[src/uart_rx_pkg.sv]
////////////////////////////////////////////////////////////
// Shared constants and FSM type for the 8-bit UART receiver
// x8 oversampling is assumed throughout, so OVS must stay a power of two
// Parity mode is {even, enable}, so bit 0 alone turns parity on
////////////////////////////////////////////////////////////
package uart_rx_pkg;

   // Frame geometry
   localparam int DATA_W    = 8;             // Data bits per frame
   localparam int BIT_IDX_W = 3;             // Index into the data bits

   // Oversampling
   localparam int OVS     = 8;               // Samples per bit
   localparam int PHASE_W = $clog2(OVS);     // Bit-phase counter width

   // Sample points inside one bit, typed to the counter width
   localparam logic [PHASE_W-1:0] MID_PHASE  = PHASE_W'(OVS / 2 - 1);
   localparam logic [PHASE_W-1:0] LAST_PHASE = PHASE_W'(OVS - 1);

   // Bit positions inside i_parity_mode
   localparam int PAR_EN_BIT   = 0;          // 1 = parity bit present
   localparam int PAR_EVEN_BIT = 1;          // 1 = even, 0 = odd

   // Receiver states, one-hot
   typedef enum logic [5:0] {
      IDLE   = 6'b00_0001,                   // Hunting or inside start bit
      DATA   = 6'b00_0010,                   // Eight data bits
      PARITY = 6'b00_0100,                   // Optional parity bit
      STOP_P = 6'b00_1000,                   // First of two stop bits
      STOP_F = 6'b01_0000,                   // Final stop bit
      BUFF   = 6'b10_0000                    // One clock, hands frame to output
   } rx_state_t;

endpackage

[src/uart_rx_sampler.sv]
////////////////////////////////////////////////////////////
// Start-edge hunt and x8 bit-phase counter
// i_baud_clk must be a one-clock strobe, at most one per four clocks
// Edge is seen between two ticks only, so glitches between ticks are missed
////////////////////////////////////////////////////////////
`timescale 1ns/100ps

module uart_rx_sampler (
   input  logic clk,
   input  logic rstn,
   input  logic i_baud_clk,     // x8 bit-rate strobe
   input  logic i_rx,           // Serial line, idle high
   input  logic i_hunt,         // Controller sits in IDLE
   input  logic i_frame_done,   // Final stop sampled
   output logic o_sync,
   output logic o_mid_tick,
   output logic o_last_tick,
   output logic o_rx_ready
);

   logic                             rx_prev;      // Line as of previous tick
   logic                             sync_q;       // Locked onto a frame
   logic [uart_rx_pkg::PHASE_W-1:0]  phase_q;      // Shared bit phase
   logic                             hunting;
   logic                             start_edge;
   logic                             mid_tick;
   logic                             last_tick;
   logic                             false_start;

   // Only look for an edge when idle and not yet locked
   assign hunting    = i_hunt & ~sync_q;
   assign start_edge = i_baud_clk & hunting & rx_prev & ~i_rx;   // High to low

   assign mid_tick  = i_baud_clk & sync_q & (phase_q == uart_rx_pkg::MID_PHASE);
   assign last_tick = i_baud_clk & sync_q & (phase_q == uart_rx_pkg::LAST_PHASE);

   // Start bit back high at its middle, so a glitch
   assign false_start = mid_tick & i_hunt & i_rx;

   always_ff @(posedge clk or negedge rstn) begin
      if (!rstn) begin
         rx_prev <= 1'b0;               // A line low out of reset is no edge
      end else if (i_baud_clk && hunting) begin
         rx_prev <= i_rx;
      end
   end

   // Sync flag
   always_ff @(posedge clk or negedge rstn) begin
      if (!rstn) begin
         sync_q <= 1'b0;
      end else if (i_frame_done || false_start) begin
         sync_q <= 1'b0;                // Frame over or rejected
      end else if (start_edge) begin
         sync_q <= 1'b1;
      end
   end

   // Phase counter, wraps at OVS by its width
   always_ff @(posedge clk or negedge rstn) begin
      if (!rstn) begin
         phase_q <= '0;
      end else if (i_frame_done || false_start) begin
         phase_q <= '0;
      end else if (start_edge || (i_baud_clk && sync_q)) begin
         phase_q <= phase_q + 1'b1;     // Edge tick counts as phase 0
      end
   end

   assign o_sync      = sync_q;
   assign o_mid_tick  = mid_tick;
   assign o_last_tick = last_tick;
   assign o_rx_ready  = ~sync_q;        // Free again from final stop middle

endmodule

[src/uart_rx_frame_ctrl.sv]
////////////////////////////////////////////////////////////
// Frame FSM, start through stop, one-hot
// Parity and frame mode are read live and must hold during a frame
// Leaves STOP_F at the stop middle, so BUFF lasts one clock
////////////////////////////////////////////////////////////
`timescale 1ns/100ps

module uart_rx_frame_ctrl (
   input  logic                                clk,
   input  logic                                rstn,
   input  logic                                i_sync,
   input  logic                                i_mid_tick,
   input  logic                                i_last_tick,
   input  logic [1:0]                          i_parity_mode,
   input  logic                                i_frame_mode,    // 1 = two stop bits
   output logic                                o_hunt,
   output logic                                o_data_cap,
   output logic [uart_rx_pkg::BIT_IDX_W-1:0]   o_bit_idx,
   output logic                                o_par_cap,
   output logic                                o_stop1_cap,
   output logic                                o_stop2_cap,
   output logic                                o_frame_done,
   output logic                                o_buff
);

   uart_rx_pkg::rx_state_t                state_q;
   uart_rx_pkg::rx_state_t                state_nx;
   logic [uart_rx_pkg::BIT_IDX_W-1:0]     bit_cnt_q;     // Current data bit
   logic                                  last_data;
   logic                                  par_en;
   uart_rx_pkg::rx_state_t                stop_state;    // First stop state for mode

   assign par_en    = i_parity_mode[uart_rx_pkg::PAR_EN_BIT];
   assign last_data = (int'(bit_cnt_q) == uart_rx_pkg::DATA_W - 1);

   // Two stop bits start in STOP_P, one goes straight to STOP_F
   assign stop_state = i_frame_mode ? uart_rx_pkg::STOP_P : uart_rx_pkg::STOP_F;

   always_comb begin
      state_nx = state_q;
      case (state_q)
         uart_rx_pkg::IDLE: begin
            if (i_last_tick) begin       // Start bit already checked at middle
               state_nx = uart_rx_pkg::DATA;
            end
         end
         uart_rx_pkg::DATA: begin
            if (i_last_tick && last_data) begin
               state_nx = par_en ? uart_rx_pkg::PARITY : stop_state;
            end
         end
         uart_rx_pkg::PARITY: begin
            if (i_last_tick) begin
               state_nx = stop_state;
            end
         end
         uart_rx_pkg::STOP_P: begin
            if (i_last_tick) begin
               state_nx = uart_rx_pkg::STOP_F;
            end
         end
         uart_rx_pkg::STOP_F: begin
            // Done at the middle, second half of stop is free for hunting
            if (i_mid_tick) begin
               state_nx = uart_rx_pkg::BUFF;
            end
         end
         uart_rx_pkg::BUFF: begin
            state_nx = uart_rx_pkg::IDLE;  // Single clock
         end
         default: begin
            state_nx = uart_rx_pkg::IDLE;  // Lost one-hot, recover
         end
      endcase
   end

   always_ff @(posedge clk or negedge rstn) begin
      if (!rstn) begin
         state_q <= uart_rx_pkg::IDLE;
      end else begin
         state_q <= state_nx;
      end
   end

   // Data bit counter
   always_ff @(posedge clk or negedge rstn) begin
      if (!rstn) begin
         bit_cnt_q <= '0;
      end else if (!i_sync) begin
         bit_cnt_q <= '0;                 // Between frames or after false start
      end else if (state_q == uart_rx_pkg::DATA && i_last_tick) begin
         bit_cnt_q <= bit_cnt_q + 1'b1;
      end
   end

   // Capture strobes, one per field middle
   assign o_data_cap   = (state_q == uart_rx_pkg::DATA)   & i_mid_tick;
   assign o_par_cap    = (state_q == uart_rx_pkg::PARITY) & i_mid_tick;
   assign o_stop1_cap  = (state_q == uart_rx_pkg::STOP_P) & i_mid_tick;
   assign o_stop2_cap  = (state_q == uart_rx_pkg::STOP_F) & i_mid_tick;
   assign o_frame_done = (state_q == uart_rx_pkg::STOP_F) & i_mid_tick;  // Drops sync

   assign o_bit_idx = bit_cnt_q;
   assign o_hunt    = (state_q == uart_rx_pkg::IDLE);
   assign o_buff    = (state_q == uart_rx_pkg::BUFF);

endmodule

[src/uart_rx_frame_check.sv]
////////////////////////////////////////////////////////////
// Data, parity and stop captures with the error decisions
// Flags are combinational and only meaningful while BUFF is high
// Modes must match the ones used by the controller for the frame
////////////////////////////////////////////////////////////
`timescale 1ns/100ps

module uart_rx_frame_check (
   input  logic                                clk,
   input  logic                                rstn,
   input  logic                                i_rx,
   input  logic                                i_data_cap,
   input  logic [uart_rx_pkg::BIT_IDX_W-1:0]   i_bit_idx,
   input  logic                                i_par_cap,
   input  logic                                i_stop1_cap,
   input  logic                                i_stop2_cap,
   input  logic [1:0]                          i_parity_mode,
   input  logic                                i_frame_mode,
   output logic [uart_rx_pkg::DATA_W-1:0]      o_data,
   output logic                                o_parity_err,
   output logic                                o_frame_err,
   output logic                                o_break
);

   logic [uart_rx_pkg::DATA_W-1:0]  data_q;      // Assembled LSB first
   logic                            par_bit_q;   // Sampled parity bit
   logic                            stop1_low_q; // First stop seen low
   logic                            stop2_low_q; // Final stop seen low
   logic                            ones_odd;
   logic                            deciding_low;

   // Each data bit lands at its own index
   always_ff @(posedge clk) begin
      if (i_data_cap) begin
         data_q[i_bit_idx] <= i_rx;
      end
   end

   always_ff @(posedge clk or negedge rstn) begin
      if (!rstn) begin
         par_bit_q <= 1'b0;
      end else if (i_par_cap) begin
         par_bit_q <= i_rx;
      end else if (i_data_cap && i_bit_idx == '0) begin
         par_bit_q <= 1'b0;              // New frame, stays 0 without parity
      end
   end

   always_ff @(posedge clk or negedge rstn) begin
      if (!rstn) begin
         stop1_low_q <= 1'b0;
         stop2_low_q <= 1'b0;
      end else begin
         if (!i_frame_mode) begin
            stop1_low_q <= 1'b0;         // No first stop in this mode
         end else if (i_stop1_cap) begin
            stop1_low_q <= ~i_rx;
         end
         if (i_stop2_cap) begin
            stop2_low_q <= ~i_rx;
         end
      end
   end

   assign ones_odd = ^{data_q, par_bit_q};       // Odd count of ones

   // Even mode wants an even count, odd mode an odd count
   assign o_parity_err = i_parity_mode[uart_rx_pkg::PAR_EN_BIT] &
                         (i_parity_mode[uart_rx_pkg::PAR_EVEN_BIT] ? ones_odd : ~ones_odd);

   assign o_frame_err = stop1_low_q | stop2_low_q;

   // Break decided by the first stop bit of the frame
   assign deciding_low = i_frame_mode ? stop1_low_q : stop2_low_q;
   assign o_break      = (data_q == '0) & ~par_bit_q & deciding_low;

   assign o_data = data_q;

endmodule

[src/uart_rx_out_buf.sv]
////////////////////////////////////////////////////////////
// Output register for data and status
// No back-pressure, a new frame overwrites one not yet taken
////////////////////////////////////////////////////////////
`timescale 1ns/100ps

module uart_rx_out_buf (
   input  logic                             clk,
   input  logic                             rstn,
   input  logic                             i_load,        // BUFF strobe
   input  logic                             i_ready,       // Consumer takes it
   input  logic [uart_rx_pkg::DATA_W-1:0]   i_data,
   input  logic                             i_parity_err,
   input  logic                             i_frame_err,
   input  logic                             i_break,
   output logic [uart_rx_pkg::DATA_W-1:0]   o_data,
   output logic                             o_data_valid,
   output logic                             o_parity_err,
   output logic                             o_frame_err,
   output logic                             o_break
);

   always_ff @(posedge clk or negedge rstn) begin
      if (!rstn) begin
         o_data       <= '0;
         o_parity_err <= 1'b0;
         o_frame_err  <= 1'b0;
         o_break      <= 1'b0;
      end else if (i_load) begin
         o_data       <= i_data;
         o_parity_err <= i_parity_err;
         o_frame_err  <= i_frame_err;
         o_break      <= i_break;
      end
   end

   // Load beats the accept on the same clock
   always_ff @(posedge clk or negedge rstn) begin
      if (!rstn) begin
         o_data_valid <= 1'b0;
      end else if (i_load) begin
         o_data_valid <= 1'b1;
      end else if (i_ready) begin
         o_data_valid <= 1'b0;
      end
   end

endmodule

[src/uart_rx.sv]
////////////////////////////////////////////////////////////
// UART receiver top, 8 data bits, x8 oversampling
// Parity mode {even, enable}, frame mode 1 = two stop bits
// Always listening, output valid holds until i_ready is seen
////////////////////////////////////////////////////////////
`timescale 1ns/100ps

module uart_rx (
   input  logic                             clk,
   input  logic                             rstn,
   input  logic                             i_baud_clk,
   input  logic [1:0]                       i_parity_mode,
   input  logic                             i_frame_mode,
   input  logic                             i_rx,
   input  logic                             i_ready,
   output logic [uart_rx_pkg::DATA_W-1:0]   o_data,
   output logic                             o_data_valid,
   output logic                             o_rx_ready,
   output logic                             o_break,
   output logic                             o_parity_err,
   output logic                             o_frame_err
);

   // Sampler to controller
   logic                              sync;
   logic                              mid_tick;
   logic                              last_tick;
   // Controller outputs
   logic                              hunt;
   logic                              frame_done;
   logic                              data_cap;
   logic [uart_rx_pkg::BIT_IDX_W-1:0] bit_idx;
   logic                              par_cap;
   logic                              stop1_cap;
   logic                              stop2_cap;
   logic                              buff;
   // Checker to output buffer
   logic [uart_rx_pkg::DATA_W-1:0]    chk_data;
   logic                              chk_parity_err;
   logic                              chk_frame_err;
   logic                              chk_break;

   uart_rx_sampler u_sampler (
      .clk          (clk),
      .rstn         (rstn),
      .i_baud_clk   (i_baud_clk),
      .i_rx         (i_rx),
      .i_hunt       (hunt),
      .i_frame_done (frame_done),
      .o_sync       (sync),
      .o_mid_tick   (mid_tick),
      .o_last_tick  (last_tick),
      .o_rx_ready   (o_rx_ready)
   );

   uart_rx_frame_ctrl u_ctrl (
      .clk           (clk),
      .rstn          (rstn),
      .i_sync        (sync),
      .i_mid_tick    (mid_tick),
      .i_last_tick   (last_tick),
      .i_parity_mode (i_parity_mode),
      .i_frame_mode  (i_frame_mode),
      .o_hunt        (hunt),
      .o_data_cap    (data_cap),
      .o_bit_idx     (bit_idx),
      .o_par_cap     (par_cap),
      .o_stop1_cap   (stop1_cap),
      .o_stop2_cap   (stop2_cap),
      .o_frame_done  (frame_done),
      .o_buff        (buff)
   );

   uart_rx_frame_check u_check (
      .clk           (clk),
      .rstn          (rstn),
      .i_rx          (i_rx),
      .i_data_cap    (data_cap),
      .i_bit_idx     (bit_idx),
      .i_par_cap     (par_cap),
      .i_stop1_cap   (stop1_cap),
      .i_stop2_cap   (stop2_cap),
      .i_parity_mode (i_parity_mode),
      .i_frame_mode  (i_frame_mode),
      .o_data        (chk_data),
      .o_parity_err  (chk_parity_err),
      .o_frame_err   (chk_frame_err),
      .o_break       (chk_break)
   );

   uart_rx_out_buf u_out_buf (
      .clk          (clk),
      .rstn         (rstn),
      .i_load       (buff),
      .i_ready      (i_ready),
      .i_data       (chk_data),
      .i_parity_err (chk_parity_err),
      .i_frame_err  (chk_frame_err),
      .i_break      (chk_break),
      .o_data       (o_data),
      .o_data_valid (o_data_valid),
      .o_parity_err (o_parity_err),
      .o_frame_err  (o_frame_err),
      .o_break      (o_break)
   );

endmodule

[config.mk]
export PLATFORM = sky130hd
export DESIGN_NAME = uart_rx
export DESIGN_NICKNAME = d
export VERILOG_FILES = /design/src/uart_rx_pkg.sv /design/src/uart_rx_sampler.sv /design/src/uart_rx_frame_ctrl.sv /design/src/uart_rx_frame_check.sv /design/src/uart_rx_out_buf.sv /design/src/uart_rx.sv
export SDC_FILE = /design/constraint.sdc
export NUM_CORES = 1
export LEC_CHECK = 0
export ABC_CLOCK_PERIOD_IN_PS = 1850
export BUFFER_PORTS_ARGS = -buffer_cell sky130_fd_sc_hd__buf_2
export CORE_ASPECT_RATIO = 1.25
export CORE_MARGIN = 2
export CORE_UTILIZATION = 30
export DETAILED_ROUTE_END_ITERATION = 16
export SYNTH_ARGS = -nofsm -noshare
export SYNTH_HDL_FRONTEND = slang
export SYNTH_SLANG_ARGS = --single-unit
[constraint.sdc]
create_clock -name clk -period 1.85 [get_ports clk]
set_input_delay 0.2775 -clock clk [delete_from_list [all_inputs] [get_ports clk]]
set_output_delay 0.2775 -clock clk [all_outputs]
set_load 0.01 [all_outputs]
### Word-level counts from Yosys, hierarchy flattened

Index checks and enable logic that the tools add are counted.

* multiplexer cells: 25
* magnitude comparators: 2
* bitwise logic cells: 21
* reduce and logical (&&, ||, !) cells: 16
* eq/ne operators: 16
* add/subtract/negate cells: 2

Operators by type and width (count)
* 2-to-1 mux 6 bit: 6
* case mux 6 bit (5 select lines): 1
* bitwise AND 1 bit: 16
* != test 2 x 1 -> 1 bit, second input constant: 7
* 2-to-1 mux 3 bit: 4
* 2-to-1 mux 1 bit: 11
* XOR reduction 9 bit: 1
* bitwise mux 8 bit: 1
* logical NOT 8 bit: 1
* nonzero test 2 bit: 4
* adder 3 x 1 -> 3 bit, second input constant: 2
* == test 6 x 1 -> 1 bit, second input constant: 1
* == test 6 x 2 -> 1 bit, second input constant: 1
* == test 6 x 3 -> 1 bit, second input constant: 1
* == test 6 x 4 -> 1 bit, second input constant: 1
* == test 6 x 5 -> 1 bit, second input constant: 1
* == test 6 bit, second input constant: 1
* logical AND 1 bit: 6
* 2-to-1 mux 5 bit: 1
* AND reduction 5 bit: 1
* less-than comparator 3 x 4 -> 1 bit, second input constant: 1
* NOT 1 bit: 4
* demux 1 bit (select 3 bit): 1
* == test 3 x 1 -> 1 bit, second input constant: 1
* 6 further kinds: 7

* bits in registers: 37
* bits of input ports: 8
* word-level logic and storage cells: 96
* output and inout bits: 13

### Logic depth before layout (Yosys ltp)

* word-level depth: 8
* mapped depth: 7
* depth with buffers taken out: 6

### Hierarchy

Synthesis repeated with hierarchy kept, for this count alone.

* cells, all modules: 158
* area, all modules: 1904.3 um2

Modules (own cells, without submodules)
* uart_rx_frame_ctrl: sequential area each 226.5 um2, area each 568.0 um2, cells each 60, instances 1
* uart_rx_frame_check: sequential area each 315.3 um2, area each 548.0 um2, cells each 46, instances 1
* uart_rx_out_buf: sequential area each 300.3 um2, area each 481.7 um2, cells each 26, instances 1
* uart_rx_sampler: sequential area each 125.1 um2, area each 306.5 um2, cells each 26, instances 1

### Worst setup path after synthesis

Ideal clock, no wire load.

* kind: register -> register
* start point: register u_sampler.phase_q[0] (netlist bit)
* end point: register u_ctrl.state_q[2]
* stages on the path, launching flop included: 8
* library setup time: 0.122 ns
* period minus slack after synthesis: 1.883 ns
* required time: 1.728 ns
* path buffers: 1
* arrival: 1.762 ns
* setup slack: -0.033 ns
* cell sequence: dfrtp_1 -> ha_1 -> ha_1 -> and3_1 -> clkbuf_1 -> and2_1 -> or3_1 -> a32o_1

* word-level cells in the longest chain between the ends: 5
* elaborated cells on any way between the ends: 11
* classes of those cells: eq/ne (7); bitwise (2); reduce/logical (2)

Ends and longest elaborated chain
* start, declared: line uart_rx_sampler.sv:23 `logic [uart_rx_pkg::PHASE_W-1:0] phase_q;`
* start signal, assigned: line uart_rx_sampler.sv:66 `phase_q <= phase_q + 1'b1;`
* == test 3 bit: line uart_rx_sampler.sv:35 `assign last_tick = i_baud_clk & sync_q & (phase_q == uart_rx_pkg::LAST_PHASE);`
* bitwise AND 1 bit: line uart_rx_sampler.sv:35
* logical AND 1 bit: line uart_rx_frame_ctrl.sv:48 `if (i_last_tick && last_data) begin`
* != test 2 x 1 -> 1 bit (no source line)
* AND reduction 5 bit (no source line) *
* end signal, assigned: line uart_rx_frame_ctrl.sv:79 `state_q <= uart_rx_pkg::IDLE;`
* end signal, assigned: line uart_rx_frame_ctrl.sv:81 `state_q <= state_nx;`
* end, declared: line uart_rx_frame_ctrl.sv:26 `uart_rx_pkg::rx_state_t state_q;`

Every way passes the cells marked *; elsewhere a longest branch is shown, timed or not.
A chain may end at the register's enable or synchronous reset.

### Worst setup path in the final report

Ends and elaborated chain as after synthesis.

==> metrics.md <==
| Metric | Value |
|---|---|
| Status | `complete, no violations` |
| Final Setup Violations | `0` |
| Startpoint types | `flip-flop` |
| Worst Setup End Kind | `flip-flop` |
| Starting density of the core | `0.315` |
| Most used flip-flop cell after synthesis | `dfrtp_1` |
| Warnings, synthesis | `0` |
| Multi-input logic area | `922 um2` |
| Setup Buffers After CTS | `0` |
| Drt wl/cell | `12.9 um` |
| FP Rows | `32` |
| Die Wd | `76.4 um` |
| RePlAce Congestion | `0.896` |
| Worst skew pair latency | `0.29 ns` |
| Setup CP Type | `flip-flop to flip-flop` |
| Measured slew at the worst slew-check pin | `0.687 ns` |
| IO buf count | `20` |
| Register area | `967 um2` |
| Reg2Reg Depth | `6` |
| Area delta synth->final | `18.5%` |
| Post-synth EDFFs | `8` |
| Min Tclk post-route | `1.76 ns` |
| Via Count | `1386` |
| Fillers | `658` |
| Ys async rst share | `0.784` |
| Final Slew Violations | `0` |
| Synth top area cells | `dfrtp_1, edfxtp_1, mux2_2, ha_1, xnor2_1` |
| Reg2reg end | `u_ctrl.state_q[2]` |
| First-pass GRT wire length | `6580 um` |
| IO Pins | `21` |
| CP max FO | `3` |
| Die Ht | `94.5 um` |
| DRC violations left | `0` |
| Post-route ant nets | `0` |
| Total GRT Usage | `0.114` |
| Count of cell types in the netlist | `51` |
| CTS clock-pin slew for the worst setup and hold paths | `0.07 ns` |
| R2R Path Start | `u_sampler.phase_q[0]` |
| Yosys top cell by area | `dfrtp_1` |
| RSZ-0062 raised after global routing | `no` |
| Final hold violations | `0` |
| Core Area | `6250 um2` |
| Share of the synthesized area in the top cell type | `0.357` |
| Largest net degree at the start of global routing | `30` |
| FF+latch count, synth | `37` |
| H-Tree Depth | `2` |
| Pleak | `0.00106 uW` |
| Clock buffer count from CTS | `5` |
| Clock Skew | `0.0102 ns` |
| Highest clock rate | `568 MHz` |
| Vias in the first global route | `1403` |
| WL final | `3820 um` |
| Clock tree sinks | `37` |
| Max IR drop VDD | `0.000474 V` |
| Worst Hold Class | `input port to async pin` |
| Dpl hpwl | `2830 um` |
| DR pass1 iterations | `4` |
| Layout cells sized above 1 | `0.288` |
| Final core utilization | `0.373` |
| Setup TNS | `0 ns` |
| Worst Path Arrival | `1.93 ns` |
| CTS root buf | `clkbuf_8` |
| Syn Nets | `193` |
| Maxcap violations | `0` |
| Reg-to-reg slack, setup | `0.09 ns` |
| GRT Residual Overflow | `0` |
| Data required, critical path | `2.02 ns` |
| Post-Syn Area | `1960 um2` |
| Initial antenna violation count | `0` |
| Worst rel slew slack | `0.542` |
| CTS tree | `done` |
| Nets | `225` |
| Fin crit share | `0.951` |
| Synth Instances | `179` |
| CTS Buffer Depth | `2` |
| Die area | `7220 um2` |
| Synth Area per Inst | `11.0 um2` |
| Ant. Diodes | `0` |
| Seq/Total Area, Yosys | `0.492` |
| Drt via density | `4.67` |
| Power Density | `962 nW/um2` |
| DRT iter0 DRCs | `65` |
-- cell usage in the layout (no fill, tap or decap), drive strengths merged, types with 2 or more instances in the layout --
cell / n
a32o: 2
dfrtp: 28
buf: 31
nand4b: 2
o21ai: 13
and2: 3
a31oi: 2
nor4: 6
a21oi: 3
o31ai: 4
or4: 2
clkbuf: 6
or3: 2
nor3: 5
nand3: 10
nor2: 15
xnor2: 8
nor2b: 4
and3: 2
nand2b: 3
ha: 6
mux2i: 2
mux2: 9
edfxtp: 8
inv: 11
nand2: 10
-- sequential cells by signal (all words and copies together) (netlist names) --
signal	flops
u_check.o_data	8
u_check.par_bit_q	1
u_check.stop1_low_q	1
u_check.stop2_low_q	1
u_ctrl.o_bit_idx	3
u_ctrl.state_q	6
u_out_buf.o_break	1
u_out_buf.o_data	8
u_out_buf.o_data_valid	1
u_out_buf.o_frame_err	1
u_out_buf.o_parity_err	1
u_sampler.o_sync	1
u_sampler.phase_q	3
u_sampler.rx_prev	1
-- critical path: stages (launching register included) --
cell and delay (ns):
dfrtp_1 0.39, ha_2 0.20, ha_1 0.17, and3_1 0.18, and2_1 0.16, or3_1 0.30
a32o_1 0.25
-- metal layers --
metal,vias up,GRT usage,part of all wire
li1,709,-,-
met1,643,0.142,0.48
met2,32,0.198,0.48
met3,2,0.0268,0.037
met4,0,0.0364,0.0058
met5,-,0,0
-- worst max path at each step --
| stage | startpoint | end | slack [ns] | depth (start not counted) |
|---|---|---|---|---|
| 2_1_floorplan | u_sampler.phase_q[0] | u_ctrl.state_q[2] | 0.01 | 7 |
| 3_3_place_gp | u_sampler.phase_q[0] | u_ctrl.state_q[2] | 0.12 | 6 |
| 3_5_place_dp | u_sampler.phase_q[0] | u_ctrl.state_q[2] | 0.1 | 6 |
| 4_1_cts | u_ctrl.state_q[2] | u_check.o_data[0] | 0.08 | 4 |
| 5_1_grt | u_sampler.phase_q[0] | u_ctrl.state_q[2] | 0.002 | 6 |
| 6_report | u_sampler.phase_q[0] | u_ctrl.state_q[2] | 0.09 | 6 |
-- power breakdown --
part	internal (uW)	switching, uW	total, uW	leakage [uW]
Sequential	915	93.4	1010	0.000451
Clock	400	288	688	0.0000552
Combinational	251	292	543	0.000551
-- cell usage after synthesis, types with 3 or more instances --
master    count
nand3_1       9
nor3_1        4
and2_1        3
nand2b_1      3
xnor2_1       8
edfxtp_1      8
o31ai_1       4
o21ai_0      12
nand2_1      10
nor4_1        5
a21oi_1       3
nor2_1       13
ha_1          6
nor2b_1       4
inv_1        11
mux2_2        8
dfrtp_1      28
-- metrics by stage --
| step | cell area, um2 | instances | worst slack, ns | total power, uW | hold WS (ns) |
|---|---|---|---|---|---|
| after floorplan | 1980 | 179 | 0.0136 | 1430 | -0.0181 |
| after global placement | 2210 | 289 | 0.117 | 1570 | 0.367 |
| after detailed placement | 2210 | 289 | 0.0998 | 1570 | 0.369 |
| after CTS | 2320 | 297 | 0.0809 | 2270 | 0.0515 |
| after global routing | 2330 | 297 | 0.00205 | 2380 | 0.0825 |
| final | 2330 | 297 | 0.0904 | 2240 | 0.0295 |
-- final cells by class --
| cell class | count | share of cell area |
|---|---|---|
| multi-input combinational | 125 | 0.396 |
| inverter | 11 | 0.0177 |
| timing repair buffer | 31 | 0.0785 |
| tap | 85 | 0.0457 |
| sequential | 37 | 0.416 |
| clock inverter | 2 | 0.0151 |
| clock buffer | 6 | 0.0312 |
-- kinds of logic after synthesis --
family	share of synthesized area
compound gates	0.0955
xor+xnor	0.0516
fa+ha+maj	0.0382
buf+inv	0.0446
flops	0.492
mux	0.0637
simple gates	0.214
-- timing repair --
action	4_1_cts	5_1_grt
setup endpoints to repair	0	2
hold endpoints to repair	0	0
hold buffers	0	0
resized for setup	0	2
Note: power is estimated with default switching activity, not from simulation.
